## config.mk

```make
export PLATFORM = sky130hd
export DESIGN_NAME = pmp_region_match
export DESIGN_NICKNAME = d
export VERILOG_FILES = /design/src/logic/pmp_rule_pkg.sv /design/src/logic/pmp_region_match.sv
export VERILOG_INCLUDE_DIRS = /design/src /design/src/logic
export SDC_FILE = /design/constraint.sdc
export NUM_CORES = 2
export LEC_CHECK = 0
export BUFFER_PORTS_ARGS = -buffer_cell sky130_fd_sc_hd__buf_4
export CAP_MARGIN = 10
export CORE_AREA = 5 5 615 617
export DETAILED_ROUTE_END_ITERATION = 10
export DIE_AREA = 0 0 620 622
export PLACE_DENSITY_LB_ADDON = 0.25
export SETUP_SLACK_MARGIN = 0.3
export SYNTH_ARGS = -nofsm -noshare
export SYNTH_HDL_FRONTEND = slang
export SYNTH_SLANG_ARGS = --single-unit
```

## constraint.sdc

```tcl
create_clock -name vclk -period 2.6
set_clock_uncertainty 0.2 [all_clocks]
set_input_delay 0.26 -clock vclk [all_inputs]
set_output_delay 0.26 -clock vclk [all_outputs]
set_load 0.01 [all_outputs]
```

## src/logic/pmp_defines.svh

```systemverilog
/* PMP sizing macros */

`ifndef PMP_DEFINES_SVH
`define PMP_DEFINES_SVH

//////////////////////
// table and address sizes
//////////////////////

// number of rule entries in the table
`define PMP_ENTRIES 16

// byte address width on both paths
`define PMP_ADDR_W 32

// rules and matchers work on word addresses
`define PMP_WADDR_W (`PMP_ADDR_W - 2)

// largest trailing-ones count accepted in a NAPOT address
// 15 gives 256 KB regions at most
`define PMP_NAPOT_MAX_T 15

`endif

```

## src/logic/pmp_rule_pkg.sv

```systemverilog
/* PMP rule types */

`include "pmp_defines.svh"

package pmp_rule_pkg;

   //////////////////////
   // raw rule fields
   //////////////////////

   // address matching mode of one entry
   typedef enum logic [1:0]
   {
      OFF   = 2'd0,
      TOR   = 2'd1,
      NA4   = 2'd2,
      NAPOT = 2'd3
   } pmp_mode_e;

   // configuration byte, lock and reserved bits are ignored
   typedef struct packed
   {
      logic [2:0] unused;
      pmp_mode_e  mode;
      logic       x;
      logic       w;
      logic       r;
   } pmp_cfg_t;

   typedef logic [`PMP_WADDR_W-1:0] pmp_waddr_t;

   //////////////////////
   // decoded entry
   //////////////////////

   typedef struct packed
   {
      logic       en;
      pmp_mode_e  mode;
      logic       r;
      logic       w;
      logic       x;
      pmp_waddr_t base;
      pmp_waddr_t top;
      pmp_waddr_t mask;
   } pmp_region_t;

endpackage

```

## src/logic/pmp_region_match.sv

```systemverilog
/* PMP region matcher */

`timescale 1ns/1ps

`include "pmp_defines.svh"

module pmp_region_match
   import pmp_rule_pkg::*;
(
   input  pmp_region_t [`PMP_ENTRIES-1:0] regions_i,
   input  pmp_waddr_t                     addr_i,
   output logic        [`PMP_ENTRIES-1:0] hit_o
);

   //////////////////////
   // address compare
   //////////////////////

   // permissions are checked by the ports, only the address is compared here
   always_comb
   begin
      for (int i = 0; i < `PMP_ENTRIES; i++)
      begin
         hit_o[i] = 1'b0;
         if (regions_i[i].en)
         begin
            case (regions_i[i].mode)
               TOR:
               begin
                  // upper bound is exclusive
                  hit_o[i] = (addr_i >= regions_i[i].base) &&
                             (addr_i < regions_i[i].top);
               end
               NA4:
               begin
                  hit_o[i] = (addr_i == regions_i[i].base);
               end
               NAPOT:
               begin
                  hit_o[i] = ((addr_i & regions_i[i].mask) == regions_i[i].base);
               end
               default:
               begin
                  hit_o[i] = 1'b0;
               end
            endcase
         end
      end
   end

endmodule

```

==> results.json <==
{
  "status": "finished, violations left",
  "violations": "setup timing",
  "yosysTopAreaCell": "ha_1",
  "place_area_um2": 55900,
  "crit_arrival_ns": 2.93,
  "final.period_utilization_pct": 130,
  "final_area_um2": 59500,
  "hold_path.startpoint": "regions_i[1439]",
  "std_cell_rows": 224,
  "rsz0062_at_grt": "yes",
  "max_freq_mhz": 295,
  "seq_cell_count": 0,
  "grt_pass1_vias": 44000,
  "irDropWorstVdd_mv": 0.0856,
  "dp_hpwl_um": 304000,
  "drt-wirelength-per-cell_um": 27.9,
  "routabilityCongestion": 0.930,
  "die_y_um": 622,
  "yosysSeqAreaShare_pct": 0,
  "die-area_um2": 386000,
  "whs_ns": 0.651,
  "worst-path-max-fanout": 9,
  "setup_viol": 16,
  "cap_violations": 0,
  "min_to": "hit_o[14]",
  "placedCellCount": 11800,
  "first_pass_iters": 5,
  "grt_antenna_before_repair": 168,
  "finalCriticalPeriod_ns": 3.39,
  "path_delay_family": "simple AND/OR/NAND/NOR gates",
  "initial_core_util_pct": 8.44,
  "io_buffers": 1534,
  "finalNetCount": 9386,
  "num-clock-buffers": 0,
  "cp-end-kind": "output pin",
  "critical-path-max-stage-delay_ns": 0.55,
  "viasPerCell": 3.59,
  "worst_pin_slew_ns": 0.775,
  "cp.required_ns": 2.14,
  "grt_first_pass_wirelength_um": 418000,
  "synth_top_area_share_pct": 37.7,
  "grt_max_degree": 21,
  "grt.total_usage_pct": 16.2,
  "core_area_um2": 371000,
  "regArea_um2": 0,
  "fin_cells": 11900,
  "syn_to_final_growth_pct": 89.7,
  "slew-limit-headroom_pct": 48.3,
  "path_depth": 11,
  "start_kind": "primary input",
  "crit_chain": "buf_12 > buf_12 > buf_12 > ha_1 > nand4_1 > nor3_1 > buf_4 > nand3_1 > or4_1 > a221oi_4 > buf_6",
  "synth_warnings": 0,
  "ys_types": 72,
  "n_fill_cell": 42900,
  "min_path_cells": 3,
  "wl_um": 332000,
  "synth_fp_nets": 7083,
  "overflow": 0,
  "cts_hold_buf": 0,
  "synth.cell_area_um2": 31300,
  "synthTopCellsByArea": "ha_1 38%, xnor2_1 13%, inv_1 11%",
  "via_count": 42700,
  "synth_area_per_cell_um2": 6.85,
  "criticalPathCategory": "in2out",
  "critPathSlowestCell": "or4_1",
  "final_antenna_net_count": 0,
  "fp.dieW_um": 620,
  "powerDensity_nw_per_um2": 173,
  "drc": 0,
  "crit_top_cell": "buf_12",
  "drt_iter0_drc": 2764,
  "p_leak_nw": 30.2,
  "drive_above_1_share_pct": 38.5,
  "critical_path_buf_inv_count": 5,
  "synthCells": 4573,
  "hold_path_class": "in2out",
  "hold_violations": 0,
  "io_pins": 1582,
  "finalWorstSetupSlack_ns": -0.791,
  "slew_viol_final": 0
}
kinds of logic after synthesis:
group | Yosys count | synth area share [%]
AOI/OAI and AO/OA | 816 | 16.4
buffers and inverters | 1011 | 12.6
and+or+nand+nor | 1322 | 19.9
adders and majority gates | 944 | 37.7
xor gates and xnor gates | 480 | 13.4
cell type report:
class	count	area [um2]	area share, %
multi-input combinational	3562	29500	49.7
timing repair buffer	2362	20000	33.6
tap	4972	6220	10.5
inverter	950	3600	6.05
antenna	53	133	0.223
placed cells by master, fill, tap and decap left out, types with 8 or more instances in the layout:
cell type / count
a2111oi_0: 8
a2111oi_2: 8
a211oi_1: 36
a211oi_2: 13
a21o_1: 120
a21oi_1: 274
a21oi_2: 26
a31oi_1: 11
and4_1: 18
buf_12: 122
buf_16: 11
buf_4: 2135
buf_6: 63
buf_8: 30
diode_2: 53
ha_1: 867
ha_4: 76
inv_1: 940
nand2_1: 675
nand2_2: 13
nand2b_1: 23
nand3_1: 57
nand4_1: 202
nor2_1: 122
nor2b_1: 38
nor3_1: 23
nor4_1: 66
nor4_2: 23
o2111ai_1: 9
o211ai_1: 15
o21a_1: 14
o21ai_0: 123
o21ai_1: 25
o21ai_2: 14
o41ai_2: 10
xnor2_1: 466
xor2_1: 11
worst max-delay path by stage:
| stage | start | to | slack, ns |
|---|---|---|---|
| global placement | addr_i[26] | hit_o[10] | -1.49 |
| detailed placement | addr_i[26] | hit_o[10] | -1.43 |
| finish | addr_i[15] | hit_o[2] | -0.79 |
| global route | addr_i[1] | hit_o[2] | -0.90 |
| CTS | addr_i[20] | hit_o[2] | -0.89 |
| floorplan | addr_i[0] | hit_o[7] | 0.23 |
stage by stage:
| stage | worst slack (ns) | setup TNS [ns] | utilization (%) | total power [mW] |
|---|---|---|---|---|
| detailed placement | -1.43 | -14.42 | 15.0 | 9.62 |
| global placement | -1.49 | -14.77 | 15.0 | 9.68 |
| floorplan | 0.226 | 0 | - | 3.63 |
| finish | -0.791 | -8.91 | 16.0 | 10.3 |
| global route | -0.897 | -10.58 | 16.0 | 11.2 |
| CTS | -0.888 | -9.49 | 15.7 | 10.1 |
report_power, final:
part / internal (mW) / switching [mW]
Combinational: 4.99 / 5.28
Sequential: 0 / 0
Clock: 0.00000190 / 0
cells in the mapped netlist (32+ instances only):
cell type / instances
nand4_1: 202
o21ai_0: 164
ha_1: 944
inv_1: 950
a21oi_1: 305
nor2_1: 126
nor2b_1: 38
nand3_1: 59
xnor2_1: 469
buf_2: 33
a211oi_1: 49
nor3_1: 32
nor4_1: 91
a21o_1: 120
nand2_1: 685
repair_timing:
action	in CTS	in global routing
gates cloned	1	0
resized for setup	354	156
setup buffers	47	29
pin swaps	124	95
endpoints found under the setup margin	16	16
routing by layer:
metal,vias to the layer above,global-route usage (%),wire [um]
met3,391,3.71,24600
li1,20300,-,-
met1,20200,19.9,137000
met5,-,0,414
met4,62,4.11,10700
met2,1797,28.4,159000
No activity file was read; power rests on OpenSTA's default activity.
