<file path="src/logic/pmp_defines.svh">
/* PMP sizing macros */

`ifndef PMP_DEFINES_SVH
`define PMP_DEFINES_SVH

//////////////////////
// table and address sizes
//////////////////////

// number of rule entries in the table
`define PMP_ENTRIES 16

// byte address width on both paths
`define PMP_ADDR_W 32

// rules and matchers work on word addresses
`define PMP_WADDR_W (`PMP_ADDR_W - 2)

// largest trailing-ones count accepted in a NAPOT address
// 15 gives 256 KB regions at most
`define PMP_NAPOT_MAX_T 15

`endif

</file>
<file path="src/logic/pmp_access_pkg.sv">
/* PMP access types */

package pmp_access_pkg;

   // privilege level of the core, H is not supported
   typedef enum logic [1:0]
   {
      U = 2'd0,
      S = 2'd1,
      M = 2'd3
   } priv_lvl_e;

   //////////////////////
   // data error FSM
   //////////////////////

   // GIVE_ERROR holds data_err_o until the core acks it
   typedef enum logic
   {
      IDLE       = 1'b0,
      GIVE_ERROR = 1'b1
   } data_err_state_e;

endpackage

</file>
<file path="src/logic/pmp_rule_pkg.sv">
/* PMP rule types */

`include "pmp_defines.svh"

package pmp_rule_pkg;

   //////////////////////
   // raw rule fields
   //////////////////////

   // address matching mode of one entry
   typedef enum logic [1:0]
   {
      OFF   = 2'd0,
      TOR   = 2'd1,
      NA4   = 2'd2,
      NAPOT = 2'd3
   } pmp_mode_e;

   // configuration byte, lock and reserved bits are ignored
   typedef struct packed
   {
      logic [2:0] unused;
      pmp_mode_e  mode;
      logic       x;
      logic       w;
      logic       r;
   } pmp_cfg_t;

   typedef logic [`PMP_WADDR_W-1:0] pmp_waddr_t;

   //////////////////////
   // decoded entry
   //////////////////////

   typedef struct packed
   {
      logic       en;
      pmp_mode_e  mode;
      logic       r;
      logic       w;
      logic       x;
      pmp_waddr_t base;
      pmp_waddr_t top;
      pmp_waddr_t mask;
   } pmp_region_t;

endpackage

</file>
<file path="src/logic/pmp_fetch_port.sv">
/* PMP fetch port */

`timescale 1ns/1ps

`include "pmp_defines.svh"

module pmp_fetch_port
   import pmp_rule_pkg::*;
   import pmp_access_pkg::*;
(
   input  priv_lvl_e                      priv_lvl_i,
   input  pmp_region_t [`PMP_ENTRIES-1:0] regions_i,
   input  logic        [`PMP_ENTRIES-1:0] hit_i,
   // core side
   input  logic                           instr_req_i,
   output logic                           instr_gnt_o,
   // memory side
   output logic                           instr_req_o,
   input  logic                           instr_gnt_i,
   output logic                           instr_err_o
);

   logic [`PMP_ENTRIES-1:0] exec_hit;
   logic                    allowed;

   // fetches need x on a matching entry
   always_comb
   begin
      for (int i = 0; i < `PMP_ENTRIES; i++)
      begin
         exec_hit[i] = hit_i[i] & regions_i[i].x;
      end
   end

   assign allowed = (priv_lvl_i == M) || (|exec_hit);

   assign instr_req_o = instr_req_i & allowed;
   assign instr_gnt_o = instr_gnt_i & allowed;
   // denial is reported in the same cycle as the request
   assign instr_err_o = instr_req_i & ~allowed;

endmodule

</file>
<file path="config.mk">
export PLATFORM = sky130hd
export DESIGN_NAME = pmp_fetch_port
export DESIGN_NICKNAME = d
export VERILOG_FILES = /design/src/logic/pmp_access_pkg.sv /design/src/logic/pmp_rule_pkg.sv /design/src/logic/pmp_fetch_port.sv
export VERILOG_INCLUDE_DIRS = /design/src /design/src/logic
export SDC_FILE = /design/constraint.sdc
export NUM_CORES = 1
export LEC_CHECK = 0
export CAP_MARGIN = 20
export CORE_AREA = 2 2 600 602
export DETAILED_ROUTE_END_ITERATION = 8
export DIE_AREA = 0 0 602 604
export DONT_BUFFER_PORTS = 1
export SYNTH_ARGS = -nofsm -noshare
export SYNTH_HDL_FRONTEND = slang
export SYNTH_SLANG_ARGS = --single-unit
export TNS_END_PERCENT = 1
</file>
<file path="constraint.sdc">
create_clock -name vclk -period 3.1
set_input_delay 0.62 -clock vclk [all_inputs]
set_output_delay 0.62 -clock vclk [all_outputs]
set_load 0.01 [all_outputs]
</file>
==> results of run 1 <==
-- placed cells by master, fill, tap and decap left out --
cell type	netlist	routed
and4_1	2	2
and3_1	1	1
a22oi_1	7	7
diode_2	0	5
a31oi_1	2	2
inv_1	2	2
a222oi_1	1	1
-- routing by layer --
layer,wire length [µm],share of wire,track usage,vias to the layer above
met2,8230,0.92,0.0162,41
met4,254,0.028,0,0
li1,-,-,-,75
met1,396,0.044,0.000584,82
met3,40,0.0045,0,38
met5,0,0,0,-
-- synth_stat cells (all sizes together) --
cell | n | area [µm²]
and4 | 2 | 17.5
a222oi | 1 | 10.0
a22oi | 7 | 52.6
and3 | 1 | 6.26
inv | 2 | 7.51
a31oi | 2 | 12.5
-- layout make-up --
cell class / count / area [µm²]
Antenna cell: 5 / 12.5
Fill cell: 42800 / 351000
Inverter: 2 / 7.51
Multi-Input combinational cell: 13 / 98.8
Tap cell: 4773 / 5970
-- worst min path at each step --
stage / from / end / slack, ps / depth (start not counted)
floorplan: instr_gnt_i / instr_gnt_o / 1320 / 2
global placement: instr_req_i / instr_req_o / 1360 / 2
detailed placement: instr_gnt_i / instr_gnt_o / 1360 / 2
CTS: instr_gnt_i / instr_gnt_o / 1360 / 2
global route: instr_req_i / instr_req_o / 1370 / 2
finish: instr_gnt_i / instr_gnt_o / 1350 / 2
-- report_power, final --
part	total, mW	switching (mW)	leakage (nW)	internal, mW
combinational	0.0159	0.0101	0.0461	0.00585
clock	0.000000258	0	0.0000317	0.000000258
sequential	0	0	0	0
-- through the flow --
stage                     total power, mW  area, µm²
after floorplan                   0.00957        106
after global placement             0.0169       6080
after detailed placement           0.0174       6080
after CTS                          0.0175       6080
after global routing               0.0176       6080
final                              0.0159       6090
-- kinds of logic (layout without fill, tap and decap cells) --
family | count (synthesis) | count (layout) | share of synthesized area
AND/OR/NAND/NOR | 3 | 3 | 0.224
AO/OA/AOI/OAI | 10 | 10 | 0.706
other | 0 | 5 | 0
buffers and inverters | 2 | 2 | 0.0706
==> impl_metrics.ini, run 1 <==
[routing]
vias_per_cell = 0.0492
drc = 0
route.detailed.wl_per_inst_um = 1.86
drt_pass1_iterations = 4
ant_nets = 0
vias = 236
drt-initial-drc-count = 11
drt-total-wl_mm = 8.92

[critical_path]
endpoint = instr_err_o
crit_cells = 3
crit_path_end_kind = primary output
crit_start = hit_i[10]
cp_slowest_stage_delay_ps = 520
startpoint_type = primary input
slowest_stage = and4_1
path_delay_family = simple AND/OR/NAND/NOR gates
crit_chain = a22oi_1 > and4_1 > and4_1
required_ps = 2480
path_buf_inv = 0
cp_max_fo = 3
crit_top_cell = and4_1
arrival_ps = 1710
critPathKind = primary input to primary output

[clock_tree]
post_cts_buffers = 0
cts-resized-gates = 0
hold_buffers = 0

[sta]
maxSlewViolCount = 0
clock.fmax_mhz = 429
period_share = 0.752
hold_slack_ps = 1350
tightest_slew_ps = 469
fin_ws_ps = 768
finalCriticalPeriod_ps = 2330
tns_ps = 0
slew_headroom = 0.687
finalHoldViolCount = 0
setup_viol = 0
grt_setup_unrepaired = false

[global_routing]
antenna_found_initial = 23
grt_start_max_net_pins = 4
grt_pass1_vias = 205
grt_first_pass_wirelength_mm = 9.08
groute.usage.overall = 0.00471
overflow = 0

[place]
place.gp.congestion = 0.565
portBuffers = 0
placed_cells = 4788
dpl_worst_slack_ps = 645
dp_hpwl_mm = 8.88

[synth]
postSynthAreaPerCell_um2 = 7.09
yosysWarnings = 0
ys_types = 6
syn_nets = 1571
synth-seq-area-share = 0
syn_inst = 15
synthesis.area_um2 = 106

[worst_hold_path]
hold_path.class = primary input to primary output

[die]
rows = 220
start_util = 0.000297
ios = 1559
coreArea_um2 = 358000
die_y_um = 604
die_width_um = 602
die_area_um2 = 364000

[power_and_ir_drop]
p_per_area_nw_per_um2 = 2.61
vdd_drop_max_mv = 0.00394
p_leak_nw = 0.0461

[layout]
seq_area_um2 = 0
drive_above_1_share = 0
area_delta_synth_final_pct = 5630
nNetsFinal = 1573
clkbuf_count = 0
layout.cells.non_filler = 4793
nFlopsAndLatches = 0
post-route-util = 0.0170

[run]
maxCapViolCount = 0

[outcome]
outcome = finished, final reports clean
No activity file was read; power rests on OpenSTA's default activity.
==> run 2: changes to the inputs <==
- clock period: 3.1 -> 2.3 ns (I/O delays scaled with it)
==> run 2 against run 1 <==
Non-clock buffer count grew 1. Combinational power grew 49%. Cell count is essentially flat. Global-route usage is the same. Critical path type unchanged. Largest cell class unchanged. Setup slack lost 350 ps.
==> impl_metrics.ini, run 2 (same netlist as run 1, synthesis figures left out) <==
[outcome]
outcome = finished, final reports clean

[die]
die_width_um = 602
start_util = 0.000297
coreArea_um2 = 358000
die_area_um2 = 364000
die_y_um = 604
ios = 1559
rows = 220

[routing]
dr_wl_met2_mm = 8.21
vias = 243
drc = 0
dr_wl_met3_um = 43
vias_per_cell = 0.0507
route.detailed.wl_per_inst_um = 1.86
routed.top_layer = met4
m1WireLength_um = 394
drt-initial-drc-count = 15
drt-total-wl_mm = 8.92
ant_nets = 0
drt_pass1_iterations = 4

[layout]
nNetsFinal = 1574
final_cell_mix = a22oi_1 (7), and4_1 (2), inv_1 (2), a31oi_1 (2)
clkbuf_count = 0
final_common_cell = a22oi_1
multi_input_area_um2 = 98.8
layout.cells.non_filler = 4791
area_delta_synth_final_pct = 5630
drive_above_1_share = 0.0625
seq_area_um2 = 0
fillers = 42800
nFlopsAndLatches = 0

[global_routing]
groute.usage.overall = 0.00471
antenna_found_initial = 23
grt_pass1_vias = 202
grt_start_max_net_pins = 4
grt_first_pass_wirelength_mm = 9.07
overflow = 0

[critical_path]
slowest_stage = a22oi_1
arrival_ps = 1430
startpoint_type = primary input
crit_path_end_kind = primary output
crit_chain = a22oi_1 > and3_1 > and4_1
required_ps = 1840
cp_max_fo = 3
critPathKind = primary input to primary output
cp_slowest_stage_delay_ps = 390

[sta]
period_share = 0.820
finalCriticalPeriod_ps = 1890
tns_ps = 0
clock.fmax_mhz = 530
finalHoldViolCount = 0
tightest_slew_ps = 448
setup_viol = 0
grt_setup_unrepaired = false
slew_headroom = 0.700
maxSlewViolCount = 0

[power_and_ir_drop]
power.switching_uw = 14.7
pwr-share-seq = 0
vdd_drop_max_mv = 0.00564
power.internal_uw = 9.08
p_sw_frac = 0.618
p_per_area_nw_per_um2 = 3.90
clock_power_share = 0
combPwrFrac = 1.000
p_leak_nw = 0.0515
power_uw = 23.7

[clock_tree]
post_cts_buffers = 0
cts-resized-gates = 0
hold_buffers = 0

[worst_hold_path]
hp-start = instr_gnt_i
hold_path.class = primary input to primary output
hold_depth = 2
hold_end = instr_gnt_o

[place]
place.gp.congestion = 0.566
placed_cells = 4789
portBuffers = 0
dp_hpwl_mm = 8.88

[run]
maxCapViolCount = 0
-- run 2: routing by layer --
layer | track usage | vias to the layer above
met4 | 0 | 0
met5 | 0 | -
met2 | 0.0162 | 45
li1 | - | 75
met1 | 0.000584 | 81
met3 | 0 | 42
-- run 2: critical path: cells and delay by family --
| family | cells | cell delay (ps) |
|---|---|---|
| AND/OR/NAND/NOR | 2 | 560 |
| AO/OA/AOI/OAI | 1 | 390 |
-- run 2: power by group through the flow --
stage                Clock [mW]  Combinational (mW)  Sequential [mW]
floorplan                     0              0.0129                0
global placement              0              0.0241                0
detailed placement            0              0.0249                0
CTS                           0              0.0249                0
global route                  0              0.0252                0
finish              0.000000146              0.0237                0
-- run 2: cell type report --
cell class / count / share of cell area
tap: 4773 / 0.980
multi-input combinational: 13 / 0.0162
timing repair buffer: 1 / 0.00123
inverter: 2 / 0.00123
antenna: 2 / 0.000822
-- run 2: how the worst max path moves through the flow --
stage	end	from	cells past startpoint
6_report	instr_err_o	hit_i[4]	3
4_1_cts	instr_err_o	hit_i[4]	3
5_1_grt	instr_err_o	priv_lvl_i[0]	4
3_3_place_gp	instr_err_o	hit_i[4]	3
2_1_floorplan	instr_err_o	hit_i[3]	2
3_5_place_dp	instr_err_o	hit_i[4]	3
-- run 2: stage by stage --
stage / hold WS, ps / setup WS [ps] / util / cell area (µm²)
floorplan: 1000 / 700 / - / 106
global placement: 1040 / 382 / 0.0170 / 6090
detailed placement: 1040 / 366 / 0.0170 / 6090
CTS: 1040 / 366 / 0.0170 / 6090
global route: 1050 / 399 / 0.0170 / 6090
finish: 1040 / 414 / 0.0170 / 6090
==> run 3: changes to the inputs <==
- clock period: 2.3 -> 1.6 ns (I/O delays scaled with it)
==> run 3 against run 2 <==
Design area up 0.45%. Hold slack got worse by 280 ps. Combinational power increased by 74%. Sequential share of layout area did not move. Total power up 74%. Via count up 1.2%. Non-clock buffer count is 1 higher. Setup slack worse by 380 ps. Global-route usage is essentially flat. Count of clock-buffer cells in the layout did not move. Critical path depth is 1 higher. Sequential cell count stayed put.
==> impl_metrics.ini, run 3 (same netlist as run 1, synthesis figures left out) <==
[critical_path]
arrival_ps = 1240
path_delay_family = simple AND/OR/NAND/NOR gates
slowest_stage = and4_1
crit_top_cell = and4_1
cp_slowest_stage_delay_ps = 290
required_ps = 1280
critPathKind = primary input to primary output
startpoint_type = primary input
path_buf_inv = 1
cp_max_fo = 3
crit_chain = a22oi_1 > and4_1 > buf_12 > and4_1
crit_path_end_kind = primary output

[routing]
drc = 0
drt-initial-drc-count = 7
vias = 246
vias_per_cell = 0.0513
route.detailed.wl_per_inst_um = 1.86
drt_pass1_iterations = 4
drt-total-wl_mm = 8.92
ant_nets = 0

[outcome]
outcome = finished, final reports clean

[die]
start_util = 0.000297
die_y_um = 604
rows = 220
coreArea_um2 = 358000
ios = 1559
die_width_um = 602
die_area_um2 = 364000

[sta]
clock.fmax_mhz = 640
slew_headroom = 0.705
period_share = 0.977
maxSlewViolCount = 0
tightest_slew_ps = 440
setup_viol = 0
finalHoldViolCount = 0
grt_setup_unrepaired = false
tns_ps = 0
finalCriticalPeriod_ps = 1560

[worst_hold_path]
hold_path.class = primary input to primary output

[global_routing]
grt_start_max_net_pins = 4
grt_pass1_vias = 208
antenna_found_initial = 23
groute.usage.overall = 0.00471
overflow = 0
grt_first_pass_wirelength_mm = 9.08

[power_and_ir_drop]
vdd_drop_max_mv = 0.00850
p_leak_nw = 0.0593
p_per_area_nw_per_um2 = 6.74

[place]
place.gp.congestion = 0.565
portBuffers = 0
dp_hpwl_mm = 8.87

[layout]
nFlopsAndLatches = 0
clkbuf_count = 0
final_cell_mix = a22oi_1 (7), and4_1 (2), inv_1 (2), a31oi_1 (2)
drive_above_1_share = 0.118
seq_area_um2 = 0
nNetsFinal = 1575
final_common_cell = a22oi_1
post-route-util = 0.0171
area_delta_synth_final_pct = 5650

[run]
maxCapViolCount = 0

[clock_tree]
post_cts_buffers = 0
cts-resized-gates = 0
hold_buffers = 0
## run 3: cell count changes in the layout (fill, tap and decap cells not counted)
cell and delta:
diode_2 +3, buf_12 +1
## run 3: final cells by class
class / count / area [µm²]
timing repair buffer: 2 / 27.5
fill: 42800 / 351000
multi-input combinational: 13 / 98.8
antenna: 5 / 12.5
tap: 4773 / 5970
inverter: 2 / 7.51
## run 3: final timing paths
| path | cells after the start | startpoint | slack [ps] | end |
|---|---|---|---|---|
| worst min-delay path | 2 | instr_gnt_i | 760 | instr_gnt_o |
| worst max-delay path | 4 | hit_i[10] | 40 | instr_err_o |
## run 3: where the power goes
group            total, mW  switching, mW  internal (mW)
combinational       0.0412         0.0223         0.0189
sequential               0              0              0
clock          0.000000483              0    0.000000483
## run 3: per-stage QoR
step                      std cells  hold WS [ps]  total power [mW]  setup WS (ps)  instance area [µm²]
after global placement         4790           758            0.0416           7.90                 6110
after floorplan                  15           724            0.0185            280                  106
after detailed placement       4790           760            0.0428           1.42                 6110
after CTS                      4790           760            0.0428           1.42                 6110
final                          4795           758            0.0412           37.1                 6120
after global routing           4790           768            0.0431           13.9                 6110
## run 3: per-layer routing
metal	vias to the layer above	global-route usage	part of all wire
li1	80	-	-
met1	87	0.000594	0.046
met2	41	0.0162	0.92
met3	38	0	0.0044
met4	0	0	0.028
met5	-	0	0
