--- config.mk ---
export PLATFORM = sky130hd
export DESIGN_NAME = pmp_data_port
export DESIGN_NICKNAME = d
export VERILOG_FILES = /design/src/logic/pmp_access_pkg.sv /design/src/logic/pmp_rule_pkg.sv /design/src/logic/pmp_data_port.sv
export VERILOG_INCLUDE_DIRS = /design/src /design/src/logic
export SDC_FILE = /design/constraint.sdc
export NUM_CORES = 1
export LEC_CHECK = 0
export CAP_MARGIN = 20
export CORE_AREA = 2 2 600 602
export DETAILED_ROUTE_END_ITERATION = 8
export DIE_AREA = 0 0 602 604
export DONT_BUFFER_PORTS = 1
export PLACE_DENSITY = 0.3
export REMOVE_ABC_BUFFERS = 1
export SLEW_MARGIN = 5
export SYNTH_ARGS = -nofsm -noshare
export SYNTH_HDL_FRONTEND = slang
export SYNTH_SLANG_ARGS = --single-unit
--- constraint.sdc ---
create_clock -name clk -period 1.3 [get_ports clk]
set_input_delay 0.065 -clock clk [delete_from_list [all_inputs] [get_ports clk]]
set_output_delay 0.065 -clock clk [all_outputs]
set_load 0.05 [all_outputs]
--- src/logic/pmp_defines.svh ---
/* PMP sizing macros */

`ifndef PMP_DEFINES_SVH
`define PMP_DEFINES_SVH

//////////////////////
// table and address sizes
//////////////////////

// number of rule entries in the table
`define PMP_ENTRIES 16

// byte address width on both paths
`define PMP_ADDR_W 32

// rules and matchers work on word addresses
`define PMP_WADDR_W (`PMP_ADDR_W - 2)

// largest trailing-ones count accepted in a NAPOT address
// 15 gives 256 KB regions at most
`define PMP_NAPOT_MAX_T 15

`endif

--- src/logic/pmp_access_pkg.sv ---
/* PMP access types */

package pmp_access_pkg;

   // privilege level of the core, H is not supported
   typedef enum logic [1:0]
   {
      U = 2'd0,
      S = 2'd1,
      M = 2'd3
   } priv_lvl_e;

   //////////////////////
   // data error FSM
   //////////////////////

   // GIVE_ERROR holds data_err_o until the core acks it
   typedef enum logic
   {
      IDLE       = 1'b0,
      GIVE_ERROR = 1'b1
   } data_err_state_e;

endpackage

--- src/logic/pmp_rule_pkg.sv ---
/* PMP rule types */

`include "pmp_defines.svh"

package pmp_rule_pkg;

   //////////////////////
   // raw rule fields
   //////////////////////

   // address matching mode of one entry
   typedef enum logic [1:0]
   {
      OFF   = 2'd0,
      TOR   = 2'd1,
      NA4   = 2'd2,
      NAPOT = 2'd3
   } pmp_mode_e;

   // configuration byte, lock and reserved bits are ignored
   typedef struct packed
   {
      logic [2:0] unused;
      pmp_mode_e  mode;
      logic       x;
      logic       w;
      logic       r;
   } pmp_cfg_t;

   typedef logic [`PMP_WADDR_W-1:0] pmp_waddr_t;

   //////////////////////
   // decoded entry
   //////////////////////

   typedef struct packed
   {
      logic       en;
      pmp_mode_e  mode;
      logic       r;
      logic       w;
      logic       x;
      pmp_waddr_t base;
      pmp_waddr_t top;
      pmp_waddr_t mask;
   } pmp_region_t;

endpackage

--- src/logic/pmp_data_port.sv ---
/* PMP data port */

`timescale 1ns/1ps

`include "pmp_defines.svh"

module pmp_data_port
   import pmp_rule_pkg::*;
   import pmp_access_pkg::*;
(
   input  logic                           clk,
   input  logic                           rst_n,
   input  priv_lvl_e                      priv_lvl_i,
   input  pmp_region_t [`PMP_ENTRIES-1:0] regions_i,
   input  logic        [`PMP_ENTRIES-1:0] hit_i,
   // core side
   input  logic                           data_req_i,
   input  logic                           data_we_i,
   output logic                           data_gnt_o,
   // memory side
   output logic                           data_req_o,
   input  logic                           data_gnt_i,
   // error towards the core
   output logic                           data_err_o,
   input  logic                           data_err_ack_i
);

   logic [`PMP_ENTRIES-1:0] perm_hit;
   logic                    allowed;
   logic                    deny_req;
   data_err_state_e         state_q;
   data_err_state_e         state_d;

   //////////////////////
   // permission check
   //////////////////////

   // reads need r, writes need w
   always_comb
   begin
      for (int i = 0; i < `PMP_ENTRIES; i++)
      begin
         perm_hit[i] = hit_i[i] & (data_we_i ? regions_i[i].w : regions_i[i].r);
      end
   end

   // machine mode bypasses the table
   assign allowed  = (priv_lvl_i == M) || (|perm_hit);
   assign deny_req = data_req_i & ~allowed;

   assign data_req_o = data_req_i & allowed;
   assign data_gnt_o = data_gnt_i & allowed;

   //////////////////////
   // error FSM
   //////////////////////

   always_comb
   begin
      state_d = state_q;
      case (state_q)
         IDLE:
         begin
            if (deny_req)
               state_d = GIVE_ERROR;
         end
         GIVE_ERROR:
         begin
            // further denied requests are absorbed until the ack
            if (data_err_ack_i)
               state_d = IDLE;
         end
         default:
         begin
            state_d = IDLE;
         end
      endcase
   end

   always_ff @(posedge clk or negedge rst_n)
   begin
      if (!rst_n)
         state_q <= IDLE;
      else
         state_q <= state_d;
   end

   assign data_err_o = (state_q == GIVE_ERROR);

   // a disabled entry never reports a hit
   for (genvar i = 0; i < `PMP_ENTRIES; i++)
   begin : g_hit_chk
      a_hit_needs_en: assert property (@(posedge clk) disable iff (!rst_n)
         hit_i[i] |-> regions_i[i].en);
   end

   // the error only clears after the core has acknowledged it
   a_err_clears_on_ack: assert property (@(posedge clk) disable iff (!rst_n)
      $fell(data_err_o) |-> $past(data_err_ack_i));

endmodule

==> qor.log, run 1 <==
INFO  run_status     outcome=complete, but fails checks
INFO  run_status     violations_in_the_final_reports=negative setup slack
INFO  die            pin_count=1,563
INFO  global_route   grt_pass1_vias=431
INFO  finish         finished_cell_area=0.00645mm^2
INFO  worst_setup_path timing.critical_path.from_type=input port
INFO  placed_design  place_congestion=0.622
INFO  worst_setup_path max_stage_delay=310ps
INFO  global_route   grt_pass1_wl=17.6mm
INFO  global_route   global_route.overflow_total=0
INFO  worst_setup_path worst-path-buf-inv=3
INFO  pwr            power.net_switching=71.0uW
INFO  clock_network  clk_pin_slew_worst_paths=0ps
INFO  pwr            peakVddDrop=0.0000413V
INFO  worst_setup_path timing.critical_path.cells=mux2_4 > a22oi_2 > buf_4 > nand4_1 > nor4_4 > buf_12 > nor2b_2 > buf_6
INFO  global_route   global_route.usage.total=0.902%
INFO  sta            setup_repair_after_global_routing_missed_its_margin=true
INFO  die            die-width=602um
INFO  route          vias=523
INFO  synthesis      yosys_warnings=0
INFO  clock_network  clock_insertion_delay_worst_skew=0ps
INFO  worst_setup_path worstSetupPathType=in -> out
INFO  finish         largest_register_ff_count=1
INFO  route          drt_drc_violations_left=0
INFO  route          routed_via_density=0.108
INFO  sta            period_share=119%
INFO  route          route.met2.wl=14.9mm
INFO  synthesis      syn-cell-area=377um^2
INFO  synthesis      yosys.cell_types.count=20
INFO  sta            setup_violators_final=3
INFO  pwr            switching_share=39.7%
INFO  sta            fin_worst_skew=0ps
INFO  placed_design  io_buffers=0
INFO  global_route   number_of_antenna_violations_at_the_first_check_in_global_routing=48
INFO  finish         drive_gt1_share=60.5%
INFO  sta            slew-limit-headroom=77.4%
INFO  worst_setup_path cp_top_family=buffers and inverters
INFO  placed_design  placement.cell_area=0.00637mm^2
INFO  die            die_h=604um
INFO  die            initial_core_utilization=0.105%
INFO  min_path       min_path_type=in -> reg
INFO  worst_setup_path worstPathArrival=1480ps
INFO  synthesis      post_synth.cell_area_avg=11.1um^2
INFO  global_route   largest_net_degree_at_the_start_of_global_routing=16
INFO  finish         area.growth.synth_to_final=1610%
INFO  route          wl_met3=588um
INFO  pwr            pint=108uW
INFO  pwr            power_frac_comb=82.0%
INFO  route          drt_pass1_iterations=4
INFO  route          detailedRoute.firstIterationViolations=17
INFO  sta            final_setup_slack_of_the_worst_path=-245ps
INFO  pwr            power.sequential.fraction=18.0%
INFO  sta            final_period_minus_worst_setup_slack=1540ps
INFO  worst_setup_path worst_ep_required_time=1240ps
INFO  die            core_area=0.358mm^2
INFO  sta            maxClockFrequency=0.647GHz
INFO  route          drt_met1_wl=599um
INFO  placed_design  dp_hpwl=16.8mm
INFO  route          top_layer=met5
INFO  synthesis      synth-seq-cells=1
INFO  die            rows=220
INFO  worst_setup_path timing.critical_path.fanout_max=15
INFO  sta            finalHoldViolations=0
INFO  worst_setup_path worst_path_max_delay_cell=mux2_4
INFO  sta            timing_max_transition_violations_final=0
INFO  synthesis      netlist_instances=34
INFO  route          avgRoutedWirePerCell=3.51um
INFO  pwr            power_density=27.7mW/mm^2
INFO  die            die_area=0.364mm^2
INFO  sta            tightestPinTransition=338ps
INFO  synthesis      ys_seq_area_share=6.64%
INFO  job            timing.max_cap.violations=0
INFO  finish         nets=1,600
INFO  sta            fin_setup_tns=-649ps
INFO  pwr            fraction_of_power_consumed_by_the_clock_network=0%
INFO  route          wl=17.0mm
INFO  route          drtAntennaViolNets=0
INFO  pwr            p_leak=0.000183uW
INFO  worst_setup_path end_kind=primary output
## power groups by stage
stage	Clock, uW	Combinational (uW)	Sequential [uW]
floorplan	0	93.4	33.5
global placement	0	136	32.3
detailed placement	0	136	32.3
CTS	0	153	32.3
global route	0.000420	156	32.3
finish	0.00176	147	32.2
## worst paths after layout
kind | cells past startpoint | endpoint | start | slack [ps]
hold / removal | 2 | data_err_o$_DFF_PN0_ | data_err_ack_i | 290
setup / recovery | 8 | data_req_o | data_we_i | -240
hold reg to reg | 1 | data_err_o$_DFF_PN0_ | data_err_o$_DFF_PN0_ | 530
min in group asynchronous | 1 | data_err_o$_DFF_PN0_ | rst_n | 420
setup reg to reg | 1 | data_err_o$_DFF_PN0_ | data_err_o$_DFF_PN0_ | 570
max in group asynchronous | 1 | data_err_o$_DFF_PN0_ | rst_n | 640
## Yosys cell counts
cell	instances	area share [%]
a21oi_1	1	1.3
buf_6	1	3.0
a32o_1	1	2.7
a22oi_2	1	3.3
inv_1	1	1.0
nand4_1	1	1.7
a22o_1	1	2.3
a22oi_4	1	5.6
a22oi_1	4	8.0
a221oi_2	1	4.0
dfrtp_1	1	6.6
buf_8	1	4.0
nor2b_1	3	5.0
mux2_1	3	9.0
a222oi_1	1	2.7
mux2_2	6	18
nand2_2	1	1.7
a221o_1	1	2.7
mux2_4	3	12
nor4_4	1	5.6
## layout by cell type, fill, tap and decap left out, drive strengths merged, types with 3 or more instances in the layout
cell,instances
mux2,12
nor2b,3
diode,16
buf,5
a22oi,6
## area by class of cell
type / count / area, um^2
Inverter: 1 / 3.75
Antenna cell: 16 / 40.0
Multi-Input combinational cell: 30 / 339
Fill cell: 42800 / 351000
Tap cell: 4773 / 5970
Sequential cell: 1 / 25.0
Timing Repair Buffer: 6 / 67.6
## timing repair
| item | in CTS | in global routing |
|---|---|---|
| endpoints found under the hold margin | 1 | 0 |
| hold buffers | 1 | 0 |
| setup endpoints to repair | 3 | 3 |
| setup buffers | 0 | 0 |
| gates resized for setup | 8 | 0 |
## routing by layer
| layer | GRT usage, % | up-vias |
|---|---|---|
| met4 | 0.160 | 6 |
| li1 | - | 169 |
| met5 | 0 | - |
| met3 | 0.142 | 76 |
| met2 | 2.94 | 75 |
| met1 | 0.0944 | 197 |
## kinds of logic after synthesis
family / synth area share [%]
compound gates: 32.6
flops: 6.64
mux: 38.9
buf+inv: 7.97
simple gates: 14.0
## metrics by stage
stage | util, % | std cells | power (uW) | setup WS [ps] | hold WS (ps)
6_report | 1.80 | 4827 | 179 | -245 | 294
5_1_grt | 1.79 | 4815 | 188 | -303 | 306
4_1_cts | 1.79 | 4811 | 185 | -264 | 296
3_5_place_dp | 1.78 | 4810 | 168 | -352 | -225
3_3_place_gp | 1.78 | 4810 | 168 | -347 | -225
2_1_floorplan | - | 32 | 127 | 6.05 | -231
No activity file was read; power rests on OpenSTA's default activity.
==> inputs of run 2 (changes only) <==
Settings changed: PLACE_DENSITY 0.3 to not set.
==> run 2 against run 1 <==
  * The run still ends with negative setup slack left
  * Die area unchanged
  * Total power rose by 7.2%
  * Worst setup slack gained 68 ps
  * Combinational power rose by 8%
  * First-iteration DRC count down 41%
  * Maximum frequency increased by 4.6%
  * Critical path type is now in -> reg
==> qor.log, run 2 (synthesis results as in run 1) <==
INFO  sta            tightestPinTransition=551ps [+213 ps]
INFO  route          drt_pass1_iterations=4 [unchanged]
INFO  worst_setup_path cp_top_family=buffers and inverters
INFO  placed_design  placement.cell_area=0.00636mm^2 [-0.20%]
INFO  placed_design  dpl_worst_slack=-436ps [-84.4 ps]
INFO  pwr            peakVddDrop=0.0000543V [+31%]
INFO  worst_setup_path worst_path_max_delay_cell=mux2_4
INFO  placed_design  dp.cells=4,810 [unchanged]
INFO  min_path       worst_hold_path_cell_count=2 [unchanged]
INFO  global_route   grt_pass1_wl=13.2mm [-25%]
INFO  sta            finalHoldViolations=0 [unchanged]
INFO  die            initial_core_utilization=0.105% [unchanged]
INFO  worst_setup_path worst_path_most_repeated_cell=buf_4
INFO  worst_setup_path worst_ep_required_time=1230ps [about the same]
INFO  clock_network  clk_pin_slew_worst_paths=0ps [unchanged]
INFO  die            die_area=0.364mm^2 [unchanged]
INFO  finish         number_of_inserted_filler_cells_in_the_final_layout=42,800 [-0.019%]
INFO  sta            fin_worst_skew=0ps [unchanged]
INFO  pwr            p_leak=0.000200uW [+9.1%]
INFO  pwr            power_density=29.8mW/mm^2 [+7.5%]
INFO  finish         mostFrequentLayoutCell=mux2_4
INFO  route          drtAntennaViolNets=0 [unchanged]
INFO  route          avgRoutedWirePerCell=2.63um [-25%]
INFO  min_path       min_path_type=in -> reg
INFO  finish         nets=1,601 [+0.063%]
INFO  run_status     violations_in_the_final_reports=negative setup slack
INFO  sta            maxClockFrequency=0.677GHz [+4.6%]
INFO  job            timing.max_cap.violations=0 [unchanged]
INFO  finish         finished_cell_area=0.00643mm^2 [-0.25%]
INFO  worst_setup_path reg2reg_slack=570ps [about the same]
INFO  route          routed_via_density=0.0858 [-21%]
INFO  sta            timing_max_transition_violations_final=0 [unchanged]
INFO  route          detailedRoute.firstIterationViolations=10 [-7]
INFO  finish         drive_gt1_share=69.2% [+8.7 points]
INFO  finish         largest_register_ff_count=1 [unchanged]
INFO  worst_setup_path timing.critical_path.cells=mux2_4 > a22oi_2 > buf_4 > nand4_1 > buf_4 > nor4_4 > buf_4 > a22o_1
INFO  sta            fin_worst_hold_slack=270ps [-24.1 ps]
INFO  route          vias=413 [-21%]
INFO  die            die-width=602um [unchanged]
INFO  worst_setup_path rr_worst_depth=1 [unchanged]
INFO  global_route   number_of_antenna_violations_at_the_first_check_in_global_routing=22 [-54%]
INFO  sta            final_period_minus_worst_setup_slack=1480ps [-68.0 ps]
INFO  sta            period_share=114% [-5.2 points]
INFO  worst_setup_path worstPathArrival=1410ps [-70 ps]
INFO  die            pin_count=1,563 [unchanged]
INFO  sta            setup_repair_after_global_routing_missed_its_margin=true
INFO  worst_setup_path timing.critical_path.fanout_max=15 [unchanged]
INFO  die            core_area=0.358mm^2 [unchanged]
INFO  die            die_h=604um [unchanged]
INFO  placed_design  place_congestion=0.575 [-7.7%]
INFO  route          drt_drc_violations_left=0 [unchanged]
INFO  sta            setup_violators_final=3 [unchanged]
INFO  worst_setup_path worst-path-buf-inv=3 [unchanged]
INFO  finish         final_cell_count_no_fill=4,816 [-0.23%]
INFO  clock_network  clock_insertion_delay_worst_skew=0ps [unchanged]
INFO  worst_setup_path worst-path-stages=8 [unchanged]
INFO  sta            final_setup_slack_of_the_worst_path=-177ps [+68.0 ps]
INFO  die            rows=220 [unchanged]
INFO  global_route   global_route.overflow_total=0 [unchanged]
INFO  global_route   largest_net_degree_at_the_start_of_global_routing=16 [unchanged]
INFO  placed_design  dp_hpwl=12.5mm [-25%]
INFO  route          wl=12.6mm [-25%]
INFO  worst_setup_path timing.critical_path.from_type=input port
INFO  finish         layout_common_cells=8 x mux2_4, 6 x buf_4, 4 x a22oi_2
INFO  global_route   grt_pass1_vias=414 [-3.9%]
INFO  worst_setup_path max_stage_delay=320ps [about the same]
INFO  worst_setup_path worstSetupPathType=in -> reg
INFO  placed_design  io_buffers=0 [unchanged]
INFO  worst_setup_path end_kind=flop
INFO  run_status     outcome=complete, but fails checks
INFO  sta            slew-limit-headroom=63.1% [-14 points]
INFO  finish         area.growth.synth_to_final=1610%
INFO  global_route   global_route.usage.total=0.667% [-0.23 points]
run 2: cell count changes in the layout (fill, tap and decap cells not counted), sizes merged:
cell / before / now
buf: 5 / 6
diode: 16 / 4
run 2: area by class of cell:
cell class | count | area (um^2) | area share (%)
sequential | 1 | 25.0 | 0.389
antenna | 4 | 10.0 | 0.156
inverter | 1 | 3.75 | 0.0584
tap | 4773 | 5970 | 92.9
multi-input combinational | 30 | 365 | 5.68
timing repair buffer | 7 | 55.1 | 0.856
run 2: layer usage:
| layer | wire [um] | vias up | global-route usage [%] |
|---|---|---|---|
| li1 | - | 159 | - |
| met1 | 1190 | 181 | 0.188 |
| met2 | 11200 | 41 | 2.16 |
| met3 | 68 | 32 | 0 |
| met4 | 225 | 0 | 0 |
| met5 | 0 | - | 0 |
run 2: timing repair:
action	4_1_cts	5_1_grt
pin swaps	2	5
hold buffers	1	0
setup endpoints to repair	3	3
setup buffers	1	0
gates resized for setup	10	3
hold endpoints to repair	1	0
run 2: path summary, 6_finish.rpt:
| path | start | to |
|---|---|---|
| worst max-delay path | data_we_i | data_err_o$_DFF_PN0_ |
| worst min-delay path | data_err_ack_i | data_err_o$_DFF_PN0_ |
| worst max register to register | data_err_o$_DFF_PN0_ | data_err_o$_DFF_PN0_ |
| worst min register to register | data_err_o$_DFF_PN0_ | data_err_o$_DFF_PN0_ |
| max in group asynchronous | rst_n | data_err_o$_DFF_PN0_ |
| min in group asynchronous | rst_n | data_err_o$_DFF_PN0_ |
run 2: stage by stage:
| stage | utilization [%] | total power (uW) | TNS [ps] |
|---|---|---|---|
| after floorplan | - | 127 | 0 |
| final | 1.80 | 192 | -473 |
| after global placement | 1.78 | 177 | -1030 |
| after CTS | 1.79 | 201 | -576 |
| after global routing | 1.80 | 207 | -638 |
| after detailed placement | 1.78 | 179 | -1110 |
run 2: report_power, final:
| part | leakage, uW | total, uW | switching [uW] | internal [uW] |
|---|---|---|---|---|
| registers | 0.0000140 | 32.3 | 0.247 | 32.0 |
| logic | 0.000186 | 159 | 72.7 | 86.8 |
| clock network | 0.0000000254 | 0.000511 | 0 | 0.000511 |
| total | 0.000200 | 192 | 72.9 | 119 |
